`src/logic/osPkg.sv`:
```
package osPkg;

    typedef logic [7:0]   symbol_t;
    typedef logic [127:0] orderedSet_t;   // Symbol 0 in bits 7:0
    typedef logic [3:0]   substate_t;

    // Symbol codes
    localparam symbol_t symCom     = 8'hBC;  // K28.5 comma
    localparam symbol_t symPad     = 8'hF7;  // K23.7
    localparam symbol_t symTs1Id   = 8'h2A;
    localparam symbol_t symTs2Id   = 8'h25;
    localparam symbol_t symGen3Ts1 = 8'h1E;  // 128b/130b TS1 start
    localparam symbol_t symGen3Ts2 = 8'h2D;  // 128b/130b TS2 start
    localparam symbol_t symIdle    = 8'h00;

    // Substate codes from the LTSSM
    localparam substate_t detectQuiet           = 4'd0;
    localparam substate_t detectActive          = 4'd1;
    localparam substate_t pollingActive         = 4'd2;
    localparam substate_t pollingConfiguration  = 4'd3;
    localparam substate_t configLinkWidthStart  = 4'd4;
    localparam substate_t configLinkWidthAccept = 4'd5;
    localparam substate_t configLanenumWait     = 4'd6;
    localparam substate_t configLanenumAccept   = 4'd7;
    localparam substate_t configComplete        = 4'd8;
    localparam substate_t configIdle            = 4'd9;

    // Symbol positions within a TS
    localparam int linkSym = 1;
    localparam int laneSym = 2;
    localparam int rateSym = 4;
    localparam int idSym   = 10;

    // Bit positions within the set
    localparam int upconfigBit   = 42;  // Symbol 5 bit 2
    localparam int complianceBit = 43;  // Symbol 5 bit 3

    typedef enum logic [1:0]
    {
        trackIdle,
        trackHunt,
        trackRun
    } trackState_t;

endpackage

```
`src/logic/osFieldsIf.sv`:
```
`timescale 1ns/10ps

interface osFieldsIf;

    logic ts1Start;
    logic ts2Start;
    logic isTs1;
    logic isTs2;
    logic linkIsPad;
    logic laneIsPad;
    logic linkMatch;
    logic laneMatch;
    logic isIdleData;
    logic tsAcceptable;

    modport decoder (
        output ts1Start, ts2Start, isTs1, isTs2, linkIsPad, laneIsPad,
               linkMatch, laneMatch, isIdleData, tsAcceptable
    );

    modport rules (
        input ts1Start, ts2Start, isTs1, isTs2, linkIsPad, laneIsPad,
              linkMatch, laneMatch, isIdleData, tsAcceptable
    );

endinterface

```
`src/logic/osDecoder.sv`:
```
`timescale 1ns/10ps

module osDecoder (
    input  osPkg::orderedSet_t orderedSet,
    input  osPkg::symbol_t     linkNumber,
    input  osPkg::symbol_t     laneNumber,
    osFieldsIf.decoder         fields
);
    import osPkg::*;

    symbol_t startSymbol;
    symbol_t linkSymbol;
    symbol_t laneSymbol;
    symbol_t idSymbol;
    logic    complianceReq;
    logic    upconfigCap;

    assign startSymbol = orderedSet[7:0];
    assign linkSymbol  = orderedSet[linkSym*8 +: 8];
    assign laneSymbol  = orderedSet[laneSym*8 +: 8];
    assign idSymbol    = orderedSet[idSym*8 +: 8];

    assign complianceReq = orderedSet[complianceBit];
    assign upconfigCap   = orderedSet[upconfigBit];

    // Either encoding may open a TS
    assign fields.ts1Start = (startSymbol == symCom) || (startSymbol == symGen3Ts1);
    assign fields.ts2Start = (startSymbol == symCom) || (startSymbol == symGen3Ts2);

    assign fields.isTs1 = (idSymbol == symTs1Id);
    assign fields.isTs2 = (idSymbol == symTs2Id);

    assign fields.linkIsPad = (linkSymbol == symPad);
    assign fields.laneIsPad = (laneSymbol == symPad);
    assign fields.linkMatch = (linkSymbol == linkNumber);
    assign fields.laneMatch = (laneSymbol == laneNumber);

    assign fields.isIdleData = (startSymbol == symIdle);

    // Compliance request only counts when the partner cannot upconfigure
    assign fields.tsAcceptable = !((idSymbol == symTs1Id) && complianceReq && !upconfigCap);

endmodule

```
`src/logic/osRuleSelect.sv`:
```
`timescale 1ns/10ps

module osRuleSelect #(
    parameter bit upstreamPort = 1'b0
) (
    input  osPkg::substate_t substate,
    osFieldsIf.rules         fields,
    output logic             ruleExists,
    output logic             setMatches,
    output logic             needsStable
);
    import osPkg::*;

    logic ts1Ok;
    logic ts2Ok;
    logic bothPad;
    logic bothMatch;

    assign ts1Ok     = fields.ts1Start && fields.isTs1;
    assign ts2Ok     = fields.ts2Start && fields.isTs2;
    assign bothPad   = fields.linkIsPad && fields.laneIsPad;
    assign bothMatch = fields.linkMatch && fields.laneMatch;

    always_comb
    begin
        ruleExists  = 1'b1;
        setMatches  = 1'b0;
        needsStable = 1'b0;
        case (substate)
            pollingActive:
                setMatches = (ts1Ok && bothPad && fields.tsAcceptable) || (ts2Ok && bothPad);
            pollingConfiguration:
                setMatches = ts2Ok && bothPad;
            configLinkWidthStart:
                if (upstreamPort)
                    setMatches = ts1Ok && !fields.linkIsPad && fields.laneIsPad;
                else
                    setMatches = ts1Ok && fields.linkMatch && fields.laneIsPad;
            configLinkWidthAccept:
            begin
                // Upstream only
                ruleExists = upstreamPort;
                setMatches = upstreamPort && ts1Ok && fields.linkMatch && !fields.laneIsPad;
            end
            configLanenumWait,
            configLanenumAccept:
                if (upstreamPort)
                    setMatches = ts2Ok && bothMatch;
                else
                    setMatches = ts1Ok && bothMatch;
            configComplete:
            begin
                needsStable = 1'b1;  // Rate and upconfigure must hold
                setMatches  = ts2Ok && bothMatch;
            end
            configIdle:
                setMatches = fields.isIdleData;
            default:
                ruleExists = 1'b0;  // Detect and unknown codes
        endcase
    end

endmodule

```
`src/logic/osTracker.sv`:
```
`timescale 1ns/10ps

module osTracker (
    input  logic             clk,
    input  logic             reset,
    input  logic             valid,
    input  osPkg::substate_t substate,
    input  logic             ruleExists,
    input  logic             setMatches,
    input  logic             needsStable,
    input  logic             fieldsDiffer,
    output logic             countUp,
    output logic             resetCounter
);
    import osPkg::*;

    trackState_t state;
    trackState_t nextState;
    substate_t   trackedSubstate;
    logic        substateChanged;
    logic        runAccept;

    assign substateChanged = (substate != trackedSubstate);
    assign runAccept       = valid && setMatches && !(needsStable && fieldsDiffer);

    always_ff @(posedge clk or negedge reset)
    begin
        if (!reset)
        begin
            state           <= trackIdle;
            trackedSubstate <= '0;
        end
        else
        begin
            state <= nextState;
            if (state == trackIdle && ruleExists)
                trackedSubstate <= substate;
        end
    end

    always_comb
    begin
        nextState    = state;
        countUp      = 1'b0;
        resetCounter = 1'b0;
        case (state)
            trackIdle:
                if (ruleExists)
                    nextState = trackHunt;
            trackHunt:
                if (substateChanged)
                    nextState = trackIdle;
                else if (valid && setMatches)
                begin
                    countUp      = 1'b1;  // First hit clears the counter too
                    resetCounter = 1'b1;
                    nextState    = trackRun;
                end
            trackRun:
                if (substateChanged)
                    nextState = trackIdle;
                else
                begin
                    resetCounter = 1'b1;
                    if (runAccept)
                        countUp = 1'b1;
                    else if (valid)
                        nextState = trackHunt;  // Broken run
                end
            default:
                nextState = trackIdle;
        endcase
    end

endmodule

```
`src/logic/osFieldLatch.sv`:
```
`timescale 1ns/10ps

module osFieldLatch (
    input  logic               clk,
    input  logic               reset,
    input  logic               valid,
    input  osPkg::orderedSet_t orderedSet,
    output logic               fieldsDiffer,
    output osPkg::symbol_t     rateId,
    output osPkg::symbol_t     linkNumberOut,
    output logic               upconfigureCapability
);
    import osPkg::*;

    symbol_t incomingRate;
    logic    incomingUpconfig;

    assign incomingRate     = orderedSet[rateSym*8 +: 8];
    assign incomingUpconfig = orderedSet[upconfigBit];

    // Against the previous valid set
    assign fieldsDiffer = valid &&
        ((incomingRate != rateId) || (incomingUpconfig != upconfigureCapability));

    always_ff @(posedge clk or negedge reset)
    begin
        if (!reset)
        begin
            rateId                <= '0;
            linkNumberOut         <= '0;
            upconfigureCapability <= 1'b0;
        end
        else if (valid)
        begin
            rateId                <= incomingRate;
            linkNumberOut         <= orderedSet[linkSym*8 +: 8];
            upconfigureCapability <= incomingUpconfig;
        end
    end

endmodule

```
`src/logic/osChecker.sv`:
```
`timescale 1ns/10ps

module osChecker #(
    parameter bit upstreamPort = 1'b0
) (
    input  logic               clk,
    input  logic               reset,
    input  logic               valid,
    input  osPkg::orderedSet_t orderedSet,
    input  osPkg::substate_t   substate,
    input  osPkg::symbol_t     linkNumber,
    input  osPkg::symbol_t     laneNumber,
    output logic               countUp,
    output logic               resetCounter,
    output osPkg::symbol_t     rateId,
    output osPkg::symbol_t     linkNumberOut,
    output logic               upconfigureCapability
);

    logic ruleExists;
    logic setMatches;
    logic needsStable;
    logic fieldsDiffer;

    osFieldsIf fields ();

    osDecoder decoder (
        .orderedSet (orderedSet),
        .linkNumber (linkNumber),
        .laneNumber (laneNumber),
        .fields     (fields.decoder)
    );

    osRuleSelect #(
        .upstreamPort (upstreamPort)
    ) ruleSelect (
        .substate    (substate),
        .fields      (fields.rules),
        .ruleExists  (ruleExists),
        .setMatches  (setMatches),
        .needsStable (needsStable)
    );

    osTracker tracker (
        .clk          (clk),
        .reset        (reset),
        .valid        (valid),
        .substate     (substate),
        .ruleExists   (ruleExists),
        .setMatches   (setMatches),
        .needsStable  (needsStable),
        .fieldsDiffer (fieldsDiffer),
        .countUp      (countUp),
        .resetCounter (resetCounter)
    );

    osFieldLatch fieldLatch (
        .clk                   (clk),
        .reset                 (reset),
        .valid                 (valid),
        .orderedSet            (orderedSet),
        .fieldsDiffer          (fieldsDiffer),
        .rateId                (rateId),
        .linkNumberOut         (linkNumberOut),
        .upconfigureCapability (upconfigureCapability)
    );

endmodule

```
`config.mk`:
```
export PLATFORM = sky130hd
export DESIGN_NAME = osChecker
export DESIGN_NICKNAME = d
export VERILOG_FILES = /design/src/logic/osPkg.sv /design/src/logic/osFieldsIf.sv /design/src/logic/osDecoder.sv /design/src/logic/osRuleSelect.sv /design/src/logic/osTracker.sv /design/src/logic/osFieldLatch.sv /design/src/logic/osChecker.sv
export SDC_FILE = /design/constraint.sdc
export NUM_CORES = 1
export LEC_CHECK = 0
export BUFFER_PORTS_ARGS = -buffer_cell sky130_fd_sc_hd__buf_2
export CORE_MARGIN = 10
export CORE_UTILIZATION = 32
export DETAILED_ROUTE_END_ITERATION = 10
export MAX_ROUTING_LAYER = met4
export PLACE_DENSITY = 0.78
export SYNTH_ARGS = -nofsm -noshare
export SYNTH_HDL_FRONTEND = slang
export SYNTH_SLANG_ARGS = --single-unit
```
`constraint.sdc`:
```
create_clock -name clk -period 3.7 [get_ports clk]
set_input_delay 0.925 -clock clk [delete_from_list [all_inputs] [get_ports clk]]
set_output_delay 0.925 -clock clk [all_outputs]
set_load 0.1 [all_outputs]
```
==> results.json <==
{
  "ys_types": 36,
  "clock_tree.buffer_depth": 2,
  "post_synthesis_net_count": 309,
  "clockPowerShare_pct": 17.3,
  "rsz0062_at_grt": "yes",
  "gr-usage-all-layers_pct": 11.6,
  "ys.warnings.count": 0,
  "detailed_router_s_first_iteration_violation_count": 50,
  "peakVddDrop_mv": 0.251,
  "final_cell_area_mm2": 0.00233,
  "grt_max_degree": 24,
  "synth_seq_cells": 23,
  "timing.final.crit_period_ns": 4.03,
  "die_ar_mm2": 0.00819,
  "fin_nets": 414,
  "gr-usage-met1_pct": 14.2,
  "cts.clk_slew.worst_paths_ns": 0.08,
  "timing.reg2reg.setup_slack_ns": 1.74,
  "htree_levels": 1,
  "chipWidth_um": 90.5,
  "drv.max_cap_violation_count": 0,
  "finish.cell_count_without_fillers": 325,
  "slew-limit-headroom_pct": 65.7,
  "gp_routability_congestion": 0.778,
  "power.density_mw_per_mm2": 383,
  "globalRouteOverflowTotal": 0,
  "grt_pass1_wl_mm": 7.89,
  "vias": 1520,
  "core_area_mm2": 0.00475,
  "pin_count": 170,
  "preCtsSetupSlack_ns": -0.433,
  "dp.final_hpwl_mm": 4.12,
  "power.static_leakage_nw": 1.08,
  "endpoint_kind": "output port",
  "worst_r2r_endpoint": "tracker.state[0]",
  "buffer_ports.inserted": 83,
  "rr_startpoint": "fieldLatch.rateId[0]",
  "holdPathEnd": "fieldLatch.linkNumberOut[1]",
  "latest_clock_arrival_within_the_worst_skew_pair_ns": 0.26,
  "synth_enable_flop_cells": 0,
  "synth-seq-area-share_pct": 36.2,
  "fin_setup_tns_ns": -0.600,
  "hold_path_startpoint": "fieldLatch.linkNumberOut[1]",
  "path_max_fanout": 3,
  "firstDrtPassIters": 4,
  "synth.cell_area_mm2": 0.00159,
  "syn_avg_cell_area_um2": 10.3,
  "power.switching_fraction_pct": 41.6,
  "vias_in_the_first_global_route": 1723,
  "number_of_diodes_added_for_antenna_fixing": 0,
  "outcome": "finished with violations",
  "syn_inst": 154,
  "area_delta_synth_final_pct": 46.4,
  "clockRootBuffer": "clkbuf_8",
  "post-route-worst-setup-slack_ns": -0.331,
  "post_route_cells_drive_above_1_share_pct": 52.3,
  "worst-r2r-cell-count": 7,
  "placement.cell_area_mm2": 0.00227,
  "die_y_um": 90.5,
  "achievable-frequency_ghz": 0.248,
  "pwr-share-seq_pct": 36.9,
  "antenna_found_initial": 0,
  "critical_path_required_ns": 2.77,
  "avgViaCountPerCell": 4.68,
  "drt_drc_violations_left": 0,
  "crit_arrival_ns": 3.11,
  "final-max-slew-violation-count": 0,
  "critPathLaunchType": "primary input",
  "hold_crit_path_type": "reg -> reg",
  "cts-hold-fix-buffers": 0,
  "async_flop_share_pct": 100,
  "tritoncts": "built",
  "worst-setup-path-type": "in -> out",
  "finalWirelength_mm": 4.71,
  "num-fill-cells": 462,
  "p_int_mw": 0.520,
  "net-switching-power_mw": 0.371,
  "met2_usage_pct": 19.8,
  "setup_violations": 2,
  "fin_crit_sh_pct": 109,
  "design_power_total_mw": 0.891,
  "fp-row-count": 25,
  "grt.met3_usage_pct": 2.00,
  "gr-max-usage-layer": "met2",
  "floorplan.initialDensity_pct": 33.4,
  "post_route_antenna_net_violation_count": 0,
  "timing_worst_slew_pin_value_ns": 0.515,
  "numCtsBuffers": 3,
  "synth-main-ff-cell": "dfrtp_1",
  "placedCellCount": 320,
  "detail_route.wl_per_cell_um": 14.5,
  "hold_path_depth": 1,
  "skew_ns": 0.00173,
  "p_comb_share_pct": 45.8,
  "tritoncts_num_sinks": 23,
  "failed_checks": "negative setup slack",
  "report.final.hold_viol_count": 0
}
## per-layer routing
metal,wire [µm],vias up
met3,116,4
met2,2280,45
met4,39,0
met5,0,-
met1,2270,704
li1,-,767
## through the flow
stage | hold slack (ns) | util, %
2_1_floorplan | 0.469 | -
3_3_place_gp | 0.484 | 47.7
3_5_place_dp | 0.494 | 47.7
4_1_cts | 0.517 | 49.0
5_1_grt | 0.535 | 49.0
6_report | 0.511 | 49.0
## sequential cells by signal (all words and copies together), names as in the netlist
register	count
fieldLatch.linkNumberOut	8
fieldLatch.rateId	8
fieldLatch.upconfigureCapability	1
tracker.state	2
tracker.trackedSubstate	4
## area by class of cell
type,count,area (µm²),share of cell area (%)
multi-input combinational,122,998,42.9
clock inverter,1,5.00,0.215
clock buffer,3,41.3,1.77
timing repair buffer,103,602,25.8
sequential,23,576,24.7
tap,67,83.8,3.60
inverter,6,22.5,0.967
## synthesized netlist by cell type (2+ instances only)
library cell	n	share of area, %
dfrtp_1	23	36
mux2_2	20	14
xor2_1	15	8.3
xnor2_1	14	7.7
nor2_1	10	2.4
nand2_1	7	1.7
a21oi_1	6	1.9
inv_1	6	1.4
nand4_1	6	2.4
nor4_1	5	2.0
ha_1	4	3.1
and3b_1	3	1.7
nor3_1	3	0.94
nor3b_1	3	1.4
o21ai_0	3	0.94
clkbuf_1	2	0.47
mux2i_1	2	1.3
nand3_1	2	0.63
nand4b_1	2	1.1
o2111ai_1	2	1.1
## kinds of logic (layout without fill, tap and decap cells)
family                   after synthesis  in the layout  synth area share [%]
multiplexers                          22             22                  15.4
XOR/XNOR                              29             29                  16.0
buffers and inverters                  9            113                  2.12
AO/OA/AOI/OAI                         18             18                  8.26
AND/OR/NAND/NOR                       49             49                  18.9
adder cells (fa/ha/maj)                4              4                  3.15
flip-flops                            23             23                  36.2
## critical path: stages
cell and delay (ns):
buf_6 0.09, or4b_4 0.54, or4_4 0.43, or3_4 0.41, o211ai_4 0.22, nand3_2 0.12, a21boi_4 0.18, buf_12 0.19
## layout by cell type (no fill, tap or decap), types with 4 or more instances in the layout
master and n:
nor2_1 10, mux2_2 20, inv_1 6, nand4_1 6, a21oi_1 6, xnor2_1 14, dfrtp_1 23, ha_1 4
buf_2 80, nand2_1 7, nor4_1 5, xor2_1 15, buf_4 20
## worst max-delay path by stage
stage,start,to,slack (ns),cells after the start
floorplan,orderedSet[84],resetCounter,-0.46,6
global placement,orderedSet[84],resetCounter,-0.41,8
detailed placement,orderedSet[84],resetCounter,-0.43,8
CTS,orderedSet[84],resetCounter,-0.34,8
global route,orderedSet[84],resetCounter,-0.41,8
finish,orderedSet[84],resetCounter,-0.33,8
## repair_timing
item                                    CTS  global route
endpoints found under the setup margin    2             2
buffers inserted                          1             0
resized for setup                         1             0
pin swaps                                 2             1
## power by group through the flow
stage               registers [mW]  logic, mW  clock network [mW]
floorplan                    0.468      0.155                   0
global placement             0.331      0.401                   0
detailed placement           0.334      0.411                   0
CTS                          0.329      0.412               0.164
global route                 0.336      0.442               0.175
finish                       0.329      0.408               0.154
(Power assumes the default switching activity.)
